**config.mk**
```make
export PLATFORM = sky130hd
export DESIGN_NAME = fetch_top
export DESIGN_NICKNAME = d
export VERILOG_FILES = /design/src/common/fetch_pkg.sv /design/src/common/bus_pkg.sv /design/src/fetch/fetch_ctrl.sv /design/src/fetch/icache_store.sv /design/src/hdl/decode_buffer.sv /design/src/hdl/fetch_top.sv
export SDC_FILE = /design/constraint.sdc
export NUM_CORES = 2
export LEC_CHECK = 0
export BUFFER_PORTS_ARGS = -buffer_cell sky130_fd_sc_hd__buf_2
export CORE_AREA = 2 2 775 777
export DETAILED_ROUTE_END_ITERATION = 6
export DIE_AREA = 0 0 777 779
export GPL_ROUTABILITY_DRIVEN = 0
export MAX_ROUTING_LAYER = met4
export SLEW_MARGIN = 20
export SYNTH_ARGS = -nofsm -noshare
export SYNTH_HDL_FRONTEND = slang
export SYNTH_MEMORY_MAX_BITS = 65536
export SYNTH_SLANG_ARGS = --single-unit
```
**constraint.sdc**
```tcl
create_clock -name clock -period 7 [get_ports clock]
set_input_delay 0.7 -clock clock [delete_from_list [all_inputs] [get_ports clock]]
set_output_delay 0.7 -clock clock [all_outputs]
set_load 0.02 [all_outputs]
```
**src/common/fetch_pkg.sv**
```systemverilog
package fetch_pkg;

	// ******************************************************************
	// Address map of the fetch stage.
	// ******************************************************************

	typedef logic [31:0] addr_t;                          // Byte address.
	typedef logic [31:0] inst_t;                          // One RV32 instruction word.

	localparam addr_t reset_pc     = 32'h3000_0000;      // First fetch after reset, uncached.
	localparam addr_t cached_base  = 32'hA000_0000;      // First byte of the cacheable region.
	localparam addr_t cached_limit = 32'hA200_0000;      // First byte past the cacheable region.

	// ******************************************************************
	// Geometry of the direct-mapped instruction cache.
	// ******************************************************************

	localparam int line_bytes     = 32;                   // Bytes per cache line.
	localparam int words_per_line = 8;                    // Instruction words per line.
	localparam int line_count     = 16;                   // Lines in the cache.

	localparam int index_bits    = $clog2(line_count);     // 4 bits of line index.
	localparam int offset_bits   = $clog2(line_bytes);     // 5 bits of byte offset in a line.
	localparam int word_sel_bits = $clog2(words_per_line); // 3 bits select the word in a line.
	localparam int tag_bits      = 32 - index_bits - offset_bits; // What is left is the tag.

	typedef logic [tag_bits-1:0]   tag_t;                 // Upper address bits kept per line.
	typedef logic [index_bits-1:0] index_t;               // Selects one of the lines.

endpackage

```
**src/common/bus_pkg.sv**
```systemverilog
package bus_pkg;

	// ******************************************************************
	// Read address channel encodings.
	// ******************************************************************

	typedef logic [1:0] burst_t;                          // Burst type on arburst.
	typedef logic [3:0] len_t;                            // Beats minus one on arlen.

	localparam burst_t burst_fixed = 2'd0;                // Used for single-beat reads.
	localparam burst_t burst_incr  = 2'd1;                // Address steps by 4 per beat.

	localparam len_t refill_len = 4'd7;                   // Eight beats fill one cache line.
	localparam len_t single_len = 4'd0;                   // One beat for an uncached fetch.

	// ******************************************************************
	// Read data channel response codes.
	// ******************************************************************

	typedef logic [1:0] resp_t;                           // Response type on rresp.

	localparam resp_t resp_okay   = 2'd0;                 // Normal access success.
	localparam resp_t resp_slverr = 2'd2;                 // Slave reported an error.
	localparam resp_t resp_decerr = 2'd3;                 // No slave at this address.

endpackage

```
**src/fetch/fetch_ctrl.sv**
```systemverilog
`timescale 1ns/1ns

module fetch_ctrl (
	input  logic              clock,
	input  logic              arst_n,
	input  logic              redirect_valid,
	input  fetch_pkg::addr_t  redirect_addr,
	input  logic              hit_valid,
	input  fetch_pkg::tag_t   hit_tag,
	input  fetch_pkg::inst_t  hit_data,
	input  logic              slot_ready,
	input  logic              mem_arready,
	input  logic              mem_rvalid,
	input  logic              mem_rlast,
	input  fetch_pkg::inst_t  mem_rdata,
	input  bus_pkg::resp_t    mem_rresp,
	output fetch_pkg::index_t lookup_index,
	output logic [2:0]        lookup_word,
	output logic              fill_en,
	output logic              fill_done,
	output logic              fill_ok,
	output fetch_pkg::index_t fill_index,
	output logic [2:0]        fill_word,
	output fetch_pkg::tag_t   fill_tag,
	output fetch_pkg::inst_t  fill_data,
	output logic              out_valid,
	output logic              out_fault,
	output fetch_pkg::addr_t  out_pc,
	output fetch_pkg::inst_t  out_inst,
	output fetch_pkg::addr_t  mem_araddr,
	output logic              mem_arvalid,
	output logic              mem_rready,
	output bus_pkg::burst_t   mem_arburst,
	output bus_pkg::len_t     mem_arlen
);

	typedef enum logic [2:0] {
		st_idle, st_lookup, st_compare, st_request, st_refill, st_single, st_drain
	} state_t;

	state_t           state_q, state_d;
	fetch_pkg::addr_t pc_q, pc_d;
	fetch_pkg::addr_t req_addr_q;                        // Address of the request on the bus.
	logic             req_cached_q;                      // The request is a line refill.
	logic             req_kill_q;                        // Redirect seen while arvalid was held.
	logic [2:0]       beat_q;                            // Word of the line the next beat fills.
	logic             line_ok_q;                         // No beat of this burst has failed.
	logic             cap_have_q;                        // A fetched word waits for handoff.
	logic             cap_fault_q;
	fetch_pkg::inst_t cap_inst_q;
	logic             hit, beat, last_beat, capture;

	function automatic logic in_cached(input fetch_pkg::addr_t addr);
		return addr >= fetch_pkg::cached_base && addr < fetch_pkg::cached_limit;
	endfunction

	// ******************************************************************
	// Lookup and handoff.
	// ******************************************************************

	assign lookup_index = pc_q[fetch_pkg::offset_bits +: fetch_pkg::index_bits];
	assign lookup_word  = pc_q[2 +: fetch_pkg::word_sel_bits];
	assign hit          = hit_valid && hit_tag == pc_q[31 -: fetch_pkg::tag_bits];

	// Hits go out in compare and bus words go out from idle once captured.
	assign out_valid = slot_ready && !redirect_valid &&
		((state_q == st_idle && cap_have_q) || (state_q == st_compare && hit));
	assign out_pc    = pc_q;
	assign out_inst  = (state_q == st_idle) ? cap_inst_q : hit_data;
	assign out_fault = (state_q == st_idle) && cap_fault_q; // Cache hits never carry a fault.

	assign pc_d = redirect_valid ? redirect_addr : out_valid ? pc_q + 32'd4 : pc_q;

	always_comb begin
		state_d = state_q;
		case (state_q)
			st_idle:
				if (!redirect_valid && (out_valid || !cap_have_q))
					state_d = in_cached(pc_d) ? st_lookup : st_request;
			st_lookup:
				if (redirect_valid)
					state_d = st_idle;
				else if (slot_ready)
					state_d = st_compare;              // No lookup while decode stalls.
			st_compare:
				if (redirect_valid)
					state_d = st_idle;
				else if (!hit)
					state_d = st_request;              // A miss refills the line.
				else if (out_valid)
					state_d = in_cached(pc_d) ? st_lookup : st_request;
				else
					state_d = st_lookup;
			st_request:
				if (mem_arready)
					state_d = (req_kill_q || redirect_valid) ? st_drain :
						req_cached_q ? st_refill : st_single;
			default:
				if (last_beat)
					state_d = st_idle;
				else if (redirect_valid)
					state_d = st_drain;                // The burst still runs to its end.
		endcase
	end

	// ******************************************************************
	// Read channel and refill.
	// ******************************************************************

	assign mem_arvalid = state_q == st_request;
	assign mem_araddr  = req_addr_q;
	assign mem_arburst = req_cached_q ? bus_pkg::burst_incr : bus_pkg::burst_fixed;
	assign mem_arlen   = req_cached_q ? bus_pkg::refill_len : bus_pkg::single_len;
	assign mem_rready  = 1'b1;                           // Beats are always taken.

	assign beat      = mem_rvalid && mem_rready;
	assign last_beat = beat && mem_rlast;
	// The waiting word comes straight from its beat and is not read back.
	assign capture   = beat && !redirect_valid && (state_q == st_single ||
		(state_q == st_refill && beat_q == pc_q[2 +: fetch_pkg::word_sel_bits]));

	assign fill_en    = beat && req_cached_q && (state_q == st_refill || state_q == st_drain);
	assign fill_done  = fill_en && mem_rlast;
	assign fill_ok    = line_ok_q && mem_rresp == bus_pkg::resp_okay;
	assign fill_index = req_addr_q[fetch_pkg::offset_bits +: fetch_pkg::index_bits];
	assign fill_tag   = req_addr_q[31 -: fetch_pkg::tag_bits];
	assign fill_word  = beat_q;
	assign fill_data  = mem_rdata;

	always_ff @(posedge clock or negedge arst_n) begin
		if (!arst_n) begin
			state_q    <= st_idle;
			pc_q       <= fetch_pkg::reset_pc;
			req_kill_q <= 1'b0;
			beat_q     <= '0;
			line_ok_q  <= 1'b1;
			cap_have_q <= 1'b0;
		end else begin
			state_q    <= state_d;
			pc_q       <= pc_d;
			req_kill_q <= state_q == st_request && !mem_arready && (req_kill_q || redirect_valid);
			if (state_q == st_request) begin
				beat_q    <= '0;                     // Bursts start at word 0 of the line.
				line_ok_q <= 1'b1;
			end else if (beat) begin
				beat_q <= beat_q + 3'd1;
				if (mem_rresp != bus_pkg::resp_okay)
					line_ok_q <= 1'b0;               // One bad beat spoils the line.
			end
			if (redirect_valid || out_valid)
				cap_have_q <= 1'b0;
			else if (capture)
				cap_have_q <= 1'b1;
		end
	end

	always_ff @(posedge clock) begin
		if (state_q != st_request && state_d == st_request) begin
			req_cached_q <= in_cached(pc_d);
			req_addr_q   <= in_cached(pc_d) ?
				{pc_d[31:fetch_pkg::offset_bits], {fetch_pkg::offset_bits{1'b0}}} : pc_d;
		end
		if (capture) begin
			cap_inst_q  <= mem_rdata;
			cap_fault_q <= mem_rresp != bus_pkg::resp_okay;
		end
	end

	ar_stable_a: assert property (@(posedge clock) disable iff (!arst_n)
		mem_arvalid && !mem_arready |=> mem_arvalid && $stable(mem_araddr));

	// A refill that runs to its last beat has handed over the word the pc asked for.
	refill_cap_a: assert property (@(posedge clock) disable iff (!arst_n)
		state_q == st_refill && last_beat && !redirect_valid |=> cap_have_q);

endmodule

```
**src/fetch/icache_store.sv**
```systemverilog
`timescale 1ns/1ns

module icache_store (
	input  logic              clock,
	input  logic              arst_n,
	input  fetch_pkg::index_t lookup_index,
	input  logic [2:0]        lookup_word,
	input  logic              fill_en,
	input  fetch_pkg::index_t fill_index,
	input  logic [2:0]        fill_word,
	input  fetch_pkg::inst_t  fill_data,
	input  fetch_pkg::tag_t   fill_tag,
	input  logic              fill_done,
	input  logic              fill_ok,
	output logic              hit_valid,
	output fetch_pkg::tag_t   hit_tag,
	output fetch_pkg::inst_t  hit_data
);

	localparam int word_count = fetch_pkg::line_count * fetch_pkg::words_per_line;

	fetch_pkg::tag_t                   tag_q [fetch_pkg::line_count];
	fetch_pkg::inst_t                  data_q [word_count];
	logic [fetch_pkg::line_count-1:0]  valid_q;
	logic                              fill_open_q;        // A refill has begun but not ended.
	fetch_pkg::index_t                 fill_open_index;    // Line that the open refill writes.

	// ******************************************************************
	// Valid bits and refill tracking.
	// ******************************************************************

	always_ff @(posedge clock or negedge arst_n) begin
		if (!arst_n) begin
			valid_q     <= '0;                           // Cache starts empty.
			hit_valid   <= 1'b0;
			fill_open_q <= 1'b0;
		end else begin
			hit_valid <= valid_q[lookup_index];
			if (fill_done)
				valid_q[fill_index] <= fill_ok;          // A faulted line stays invalid.
			if (fill_done)
				fill_open_q <= 1'b0;
			else if (fill_en)
				fill_open_q <= 1'b1;
		end
	end

	// ******************************************************************
	// Tag and data arrays.
	// ******************************************************************

	always_ff @(posedge clock) begin
		hit_tag  <= tag_q[lookup_index];                 // Synchronous read, one cycle.
		hit_data <= data_q[{lookup_index, lookup_word}];
		if (fill_en) begin
			data_q[{fill_index, fill_word}] <= fill_data;
			fill_open_index                 <= fill_index;
		end
		if (fill_done)
			tag_q[fill_index] <= fill_tag;               // The tag is written with the last beat.
	end

	fill_index_a: assert property (@(posedge clock) disable iff (!arst_n)
		fill_en && fill_open_q |-> fill_index == fill_open_index);

endmodule

```
**src/hdl/decode_buffer.sv**
```systemverilog
`timescale 1ns/1ns

module decode_buffer (
	input  logic             clock,
	input  logic             arst_n,
	input  logic             flush,
	input  logic             in_valid,
	input  fetch_pkg::addr_t in_pc,
	input  fetch_pkg::inst_t in_inst,
	input  logic             in_fault,
	input  logic             fetch_ready,
	output logic             slot_ready,
	output logic             fetch_valid,
	output fetch_pkg::addr_t fetch_pc,
	output fetch_pkg::inst_t fetch_inst,
	output logic             fetch_fault
);

	// Free when empty or when decode takes the entry this cycle.
	assign slot_ready = !fetch_valid || fetch_ready;

	always_ff @(posedge clock or negedge arst_n) begin
		if (!arst_n)
			fetch_valid <= 1'b0;
		else if (flush)
			fetch_valid <= 1'b0;                         // Redirect drops the old path.
		else if (slot_ready)
			fetch_valid <= in_valid;
	end

	always_ff @(posedge clock) begin
		if (in_valid && slot_ready) begin
			fetch_pc    <= in_pc;
			fetch_inst  <= in_inst;
			fetch_fault <= in_fault;
		end
	end

endmodule

```
**src/hdl/fetch_top.sv**
```systemverilog
`timescale 1ns/1ns

module fetch_top (
	input  logic             clock,
	input  logic             arst_n,
	input  logic             redirect_valid,
	input  fetch_pkg::addr_t redirect_addr,
	output logic             fetch_valid,
	output fetch_pkg::addr_t fetch_pc,
	output fetch_pkg::inst_t fetch_inst,
	output logic             fetch_fault,
	input  logic             fetch_ready,
	output fetch_pkg::addr_t mem_araddr,
	output logic             mem_arvalid,
	input  logic             mem_arready,
	output bus_pkg::burst_t  mem_arburst,
	output bus_pkg::len_t    mem_arlen,
	input  fetch_pkg::inst_t mem_rdata,
	input  bus_pkg::resp_t   mem_rresp,
	input  logic             mem_rlast,
	input  logic             mem_rvalid,
	output logic             mem_rready
);

	fetch_pkg::index_t lookup_index, fill_index;
	logic [2:0]        lookup_word, fill_word;
	logic              hit_valid;
	fetch_pkg::tag_t   hit_tag, fill_tag;
	fetch_pkg::inst_t  hit_data, fill_data;
	logic              fill_en, fill_done, fill_ok;
	logic              slot_ready, out_valid, out_fault;
	fetch_pkg::addr_t  out_pc;
	fetch_pkg::inst_t  out_inst;

	fetch_ctrl i_fetch_ctrl (
		.clock, .arst_n, .redirect_valid, .redirect_addr,
		.hit_valid, .hit_tag, .hit_data, .slot_ready,
		.mem_arready, .mem_rvalid, .mem_rlast, .mem_rdata, .mem_rresp,
		.lookup_index, .lookup_word,
		.fill_en, .fill_done, .fill_ok, .fill_index, .fill_word, .fill_tag, .fill_data,
		.out_valid, .out_fault, .out_pc, .out_inst,
		.mem_araddr, .mem_arvalid, .mem_rready, .mem_arburst, .mem_arlen
	);

	icache_store i_icache_store (
		.clock, .arst_n, .lookup_index, .lookup_word,
		.fill_en, .fill_index, .fill_word, .fill_data, .fill_tag, .fill_done, .fill_ok,
		.hit_valid, .hit_tag, .hit_data
	);

	// The redirect pulse doubles as the buffer flush.
	decode_buffer i_decode_buffer (
		.clock, .arst_n, .flush(redirect_valid),
		.in_valid(out_valid), .in_pc(out_pc), .in_inst(out_inst), .in_fault(out_fault),
		.fetch_ready, .slot_ready,
		.fetch_valid, .fetch_pc, .fetch_inst, .fetch_fault
	);

endmodule

```
==> Word-level counts from Yosys, hierarchy flattened <==
Memories as Yosys holds them, arrays and structs flattened. A register that Yosys moved wholly into a read port is not among the register bits.
Cells that the tools add are included.
{ "word_totals": {"regBits": 190, "mem_bits_rw": 4464, "inputBits": 73, "output_inout_bits": 106, "word_cells": 112, "mem_count": 2} }
{ "classes": {"n_addsub": 2, "order_cmp": 5, "n_eq_ne": 10, "muxes": 36, "reduce_logical": 40} }
{ "mem_list": {"columns": ["memory", "words", "word_bits", "read_ports", "rd_ports_with_merged_regs", "wr", "line_no", "text"], "rows": [
  ["i_icache_store.data_q", 128, 32, 1, 1, 1, "icache_store.sv:23", "fetch_pkg::inst_t data_q [word_count];"],
  ["i_icache_store.tag_q", 16, 23, 1, 1, 1, "icache_store.sv:22", "fetch_pkg::tag_t tag_q [fetch_pkg::line_count];"]
]} }
{ "op_table": {"columns": ["op", "count"], "rows": [
  ["two-way mux 32 bit", 3],
  ["two-way mux 3 bit", 13],
  ["adder 32 x 3 -> 32 bit (second input constant)", 1],
  ["greater-or-equal comparator 32 bit (second input constant)", 1],
  ["< comparator 32 bit (second input constant)", 1],
  ["equality test 23 bit", 1],
  ["logical AND 1 bit", 21],
  ["bitwise mux 16 bit", 1],
  ["two-way mux 1 bit", 15],
  ["case mux 3 bit (4 select lines)", 1],
  ["< comparator 4 x 5 -> 1 bit (second input constant)", 2],
  ["nonzero test 2 bit", 5],
  ["equality test 3 x 2 -> 1 bit (second input constant)", 3],
  ["equality test 3 bit (second input constant)", 3],
  ["logical OR 1 bit", 7],
  ["binary-select mux 1 bit (select 4 bit)", 1],
  ["demux 1 bit (select 4 bit)", 1],
  ["greater-or-equal comparator 4 x 1 -> 1 bit (second input constant)", 1],
  ["zero test 1 bit", 4],
  ["adder 3 x 1 -> 3 bit (second input constant)", 1],
  ["equality test 3 x 1 -> 1 bit (second input constant)", 1],
  ["equality test 3 bit", 1],
  ["zero test 3 bit", 1],
  ["!= test 3 x 2 -> 1 bit (second input constant)", 1],
  ["3 further kinds", 3]
]} }

==> Depth between registers and ports, before layout <==
{ "depth": {"depth_word": 16, "depth_mapped": 12} }

==> By module <==
A second synthesis with hierarchy kept.
{ "unflattened": {"cells_unflattened": 7145, "area_unflattened_um2": 178971.6} }
{ "modules_own_cells": {"columns": ["module", "instances", "cells_per_inst", "area_per_inst_um2", "seq_area_each_um2"], "rows": [
  ["icache_store", 1, 6579, 171263.0, 135575.0],
  ["fetch_ctrl", 1, 496, 5696.7, 3011.6],
  ["decode_buffer", 1, 70, 2011.9, 1976.9]
]} }

==> Worst setup path before layout <==
No wires, ideal clock.
{ "synth_timing": {"path_type": "register -> register", "from": "reg i_fetch_ctrl.pc_q[12] (netlist: i_fetch_ctrl.out_pc[12])", "to": "reg i_fetch_ctrl.req_addr_q[24] (netlist: i_fetch_ctrl.mem_araddr[24]), data pin", "setup_ns": 0.263, "arrival_time_ns": 5.473, "setup_slack_ns": 1.264, "stages_incl_launch_ff": 10, "synth_period_minus_slack_ns": 5.736, "path_cell_list": "dfrtp_1 xnor2_1 nand4_1 or4_4 nor3_1 o21ai_1 nor2_1 nand2_1 xnor2_1 mux2_2"} }
{ "synth_between": {"elab_chain_len": 7, "elab_cells_between_ends": 8, "cone_classes": "add/sub (1); eq/ne (1); mux (2); reduce/logical (4)"} }
{ "synth_lines": {"columns": ["item", "line_no", "text"], "rows": [
  ["start: declaration", "fetch_ctrl.sv:42", "fetch_pkg::addr_t pc_q, pc_d;"],
  ["start signal: assignment", "fetch_ctrl.sv:133", "pc_q <= fetch_pkg::reset_pc;"],
  ["start signal: assignment", "fetch_ctrl.sv:140", "pc_q <= pc_d;"],
  ["branches (longest 5 deep; another with adder 32 x 3 -> 32 bit)", null, null],
  ["two-way mux 32 bit * (2 in series)", "fetch_ctrl.sv:72", "assign pc_d = redirect_valid ? redirect_addr : out_valid ? pc_q + 32'd4 : pc_q;"],
  ["via i_fetch_ctrl.pc_d[24]", "fetch_ctrl.sv:42", null],
  ["end signal: assignment", "fetch_ctrl.sv:160", "req_addr_q <= in_cached(pc_d) ?"],
  ["end: declaration", "fetch_ctrl.sv:43", "fetch_pkg::addr_t req_addr_q;"]
]} }
Mark *: on every way through the listed nets, which the timed path passes.
A chain may end at the register's enable or synchronous reset.

==> reports/summary.txt <==
CP Cell Sequence - buf_12 -> buf_12 -> mux4_2 -> mux4_2 -> mux4_2 -> mux2_2
Clk pin slew, worst setup/hold paths - 60 ps
# Max-Cap Violations - 0
Worst vdd ir - 0.291 mV
Die height - 779 microns
CTS root buf - clkbuf_16
Global-route wire length before repair - 678000 microns
Complex-gate fraction of the synthesized area - 0.532%
Sequential share of the synthesized area - 78.6%
Die area - 605000 sq um
Synth-to-layout area growth - 15.7%
Ports - 179
Worst reg2reg startpoint - i_fetch_ctrl.out_pc[3]
Maximum fanout along the worst path - 87
Unrepaired setup endpoints after global routing - false
Status - finished with violations
Clock buffer depth - 4
Vias in the first global route - 83887
Vias per cell - 5.21
Initial Utilization - 30.0%
Syn_area_per_cell - 24.5 sq um
Largest net degree at the start of global routing - 135
Antenna-violating nets left - 0
Worst path top cell family by delay - multiplexers
Gr usage total - 16.3%
Row count - 284
Clk_lat worst skew - 1010 ps
Commonest register cell after synthesis - edfxtp_1
Initial antenna violation count - 45
Slowest stage delay, CP - 1040 ps
Htree depth - 5
Simple-gate share of the synthesized area - 1.13%
Core Area - 597000 sq um
Slowest cell on crit path - dfrtp_4
Layout cell share with drive strength beyond 1 - 33.4%
Placed Cells - 15200
Total chip power - 61.6 mW
Largest family of logic cells by synthesized area - multiplexers
Adder-Cell Fraction of Synth Area - 0.0140%
CP Class - register to register
Final worst slack - 2620 ps
HPWL after DPL - 280000 microns
CP Capture Type - register
Buf+Inv Stages, Crit Path - 2
Worst endpoint required time - 7890 ps
Syn Inst Count - 7292
XOR/XNOR share of the synthesized area - 0.250%
Die width - 777 microns
Worst hold path startpoint - mem_rresp[0]
# fillers - 54073
Worst Hold Class - primary input to register
Worst path arrival time - 5260 ps
Worst-Margin Slew - 1250 ps
TNS Setup - 0 ps
Clock sink count - 4709
Synth Cell Area - 179000 sq um
Post-synthesis mux area share - 18.5%
Drt total wl - 491000 microns
Final net count - 7908
Static leakage - 62.3 nW
Synth Register Bits - 4709
Count of pins over their slew limit - 0
Final Non-Filler Cells - 16116
Drt first pass iters - 7
CP most frequent cell - mux4_2
CP startpoint - i_fetch_ctrl.out_pc[3]
Min cycle time layout - 4380 ps
I/O Buffers - 175
CTS tree - yes
Yosys cell types - 63
Violated checks - design-rule violations
Vias - 83993
Design area - 207000 sq um
Routed len/inst - 30.5 microns
Max Freq - 228 MHz
Post-route DRC - 1
PwrDens - 298 nW/um^2
Post-DP Area - 192000 sq um
Setup Slack @ Placement - 2510 ps
Post-CTS Resized - 0
Fin crit share - 62.5%
EDFF count, synth - 4595
Yosys warnings - 0
Final Hold Fails - 0
Setup Viol. Count Final - 0
Cts bufs inserted - 460
Max transition margin - 15.7%
Skew final - 59.7 ps
DR iter-0 viols - 12252
Ys async rst share - 1.25%
Critical Path Source Type - register
Total grt overflow - 0
-- state kept, by name, summed over array words and instances (netlist names) --
register	cells
i_fetch_ctrl.req_kill_q	1
i_decode_buffer.fetch_fault	1
i_decode_buffer.fetch_valid	1
i_fetch_ctrl.mem_araddr	32
i_icache_store.hit_valid	1
i_fetch_ctrl.cap_inst_q	32
i_icache_store.tag_q	368
i_fetch_ctrl.req_cached_q	1
i_fetch_ctrl.out_pc	32
i_fetch_ctrl.cap_have_q	1
i_icache_store.data_q	4096
i_decode_buffer.fetch_pc	32
i_fetch_ctrl.cap_fault_q	1
i_fetch_ctrl.fill_word	3
i_icache_store.hit_tag	23
i_fetch_ctrl.line_ok_q	1
i_icache_store.valid_q	16
i_fetch_ctrl.state_q	3
i_icache_store.hit_data	32
i_decode_buffer.fetch_inst	32
-- worst paths after layout --
path | to | slack, ps | depth (start not counted)
min | i_fetch_ctrl.cap_fault_q | 90 | 2
max | i_icache_store.hit_data[19] | 2620 | 6
max in group asynchronous | i_fetch_ctrl.out_pc[6] | 5870 | 3
max reg2reg | i_icache_store.hit_data[19] | 2620 | 6
min reg2reg | i_decode_buffer.fetch_pc[0] | 450 | 0
min in group asynchronous | i_fetch_ctrl.out_pc[4] | 480 | 3
-- layout by cell type (no fill, tap or decap), types with 8 or more instances in the layout --
cell type         n
clkinv_2         93
nor3_1           13
or2_2             9
clkinvlp_4        8
o21ai_0          52
a21oi_1          23
mux2_2           51
nor2_4          142
clkbuf_16       467
dfxtp_1          55
buf_4           241
buf_12           49
mux4_2         1424
inv_6             9
clkbuf_8         14
clkinv_1        113
mux2i_1          40
nor2b_1          15
xnor2_1          31
o221ai_1         22
nand2_1         182
buf_2           143
nand3_1          22
nand4_1          12
inv_1            12
bufinv_16        35
xor2_1           20
edfxtp_1       4595
dlygate4sd3_1    25
nor2_1           23
clkbuf_1         96
diode_2          28
dfrtp_1          49
-- cells by family after synthesis --
logic type | Yosys count
other | 2
adders and majority gates | 2
buffers and inverters | 403
AOI/OAI and AO/OA | 143
muxes | 1515
xor gates and xnor gates | 51
and+or+nand+nor | 467
DFF | 4709
-- worst register-to-register path, delay by kind of cell (launching register included) --
family	cells	cell delay, ps
muxes	4	2060
buffers and inverters	2	1180
DFF	1	1040
-- power breakdown --
group,total (mW),leakage [nW],switching [mW],internal [mW]
Sequential,31.8,42.5,0.442,31.4
Clock,24.1,7.17,10.5,13.6
Combinational,5.65,12.7,3.59,2.06
Total,61.6,62.3,14.5,47.1
-- metal layers --
layer  routed length [microns]  share of wire (%)  global-route usage [%]
met1                    195000                 40                    21.8
met2                    237000                 48                    25.6
met3                     47000                9.6                    3.09
met4                     13300                2.7                    4.28
met5                         0                  0                       -
-- synth_stat cells, drive strengths merged (9+ instances only) --
| cell type | count | share of area (%) |
|---|---|---|
| o21ai | 59 | 0.17 |
| mux2 | 51 | 0.32 |
| buf | 157 | 0.42 |
| mux4 | 1424 | 18 |
| clkbuf | 234 | 0.49 |
| a21oi | 24 | 0.069 |
| dfrtp | 56 | 0.78 |
| or2 | 9 | 0.031 |
| nor3 | 18 | 0.053 |
| inv | 12 | 0.025 |
| o221ai | 22 | 0.11 |
| nand4 | 12 | 0.042 |
| dfxtp | 55 | 0.62 |
| edfxtp | 4595 | 77 |
| mux2i | 40 | 0.22 |
| xor2 | 20 | 0.098 |
| nand3 | 24 | 0.067 |
| nor2b | 15 | 0.053 |
| nor2 | 165 | 0.35 |
| nand2 | 183 | 0.38 |
| xnor2 | 31 | 0.15 |
-- cell type report --
class | count | area (sq um) | share of cell area, %
Clock inverter | 275 | 2370 | 1.14
Antenna cell | 28 | 70.1 | 0.0339
Multi-Input combinational cell | 2181 | 37600 | 18.2
Tap cell | 7865 | 9840 | 4.76
Inverter | 12 | 45.0 | 0.0218
Timing Repair Buffer | 469 | 4000 | 1.93
Sequential cell | 4709 | 141000 | 68.0
Clock buffer | 577 | 12200 | 5.92
-- per-stage QoR --
step / util (%) / hold slack (ps)
floorplan: - / 404
global placement: 32.1 / 436
detailed placement: 32.1 / 430
CTS: 34.6 / 18.2
global route: 34.7 / 48.9
finish: 34.7 / 93.6
-- what timing repair did --
item,CTS,global route
hold buffers,25,0
hold endpoints to repair,85,0
setup buffers,0,0
No activity file was read; power rests on OpenSTA's default activity.
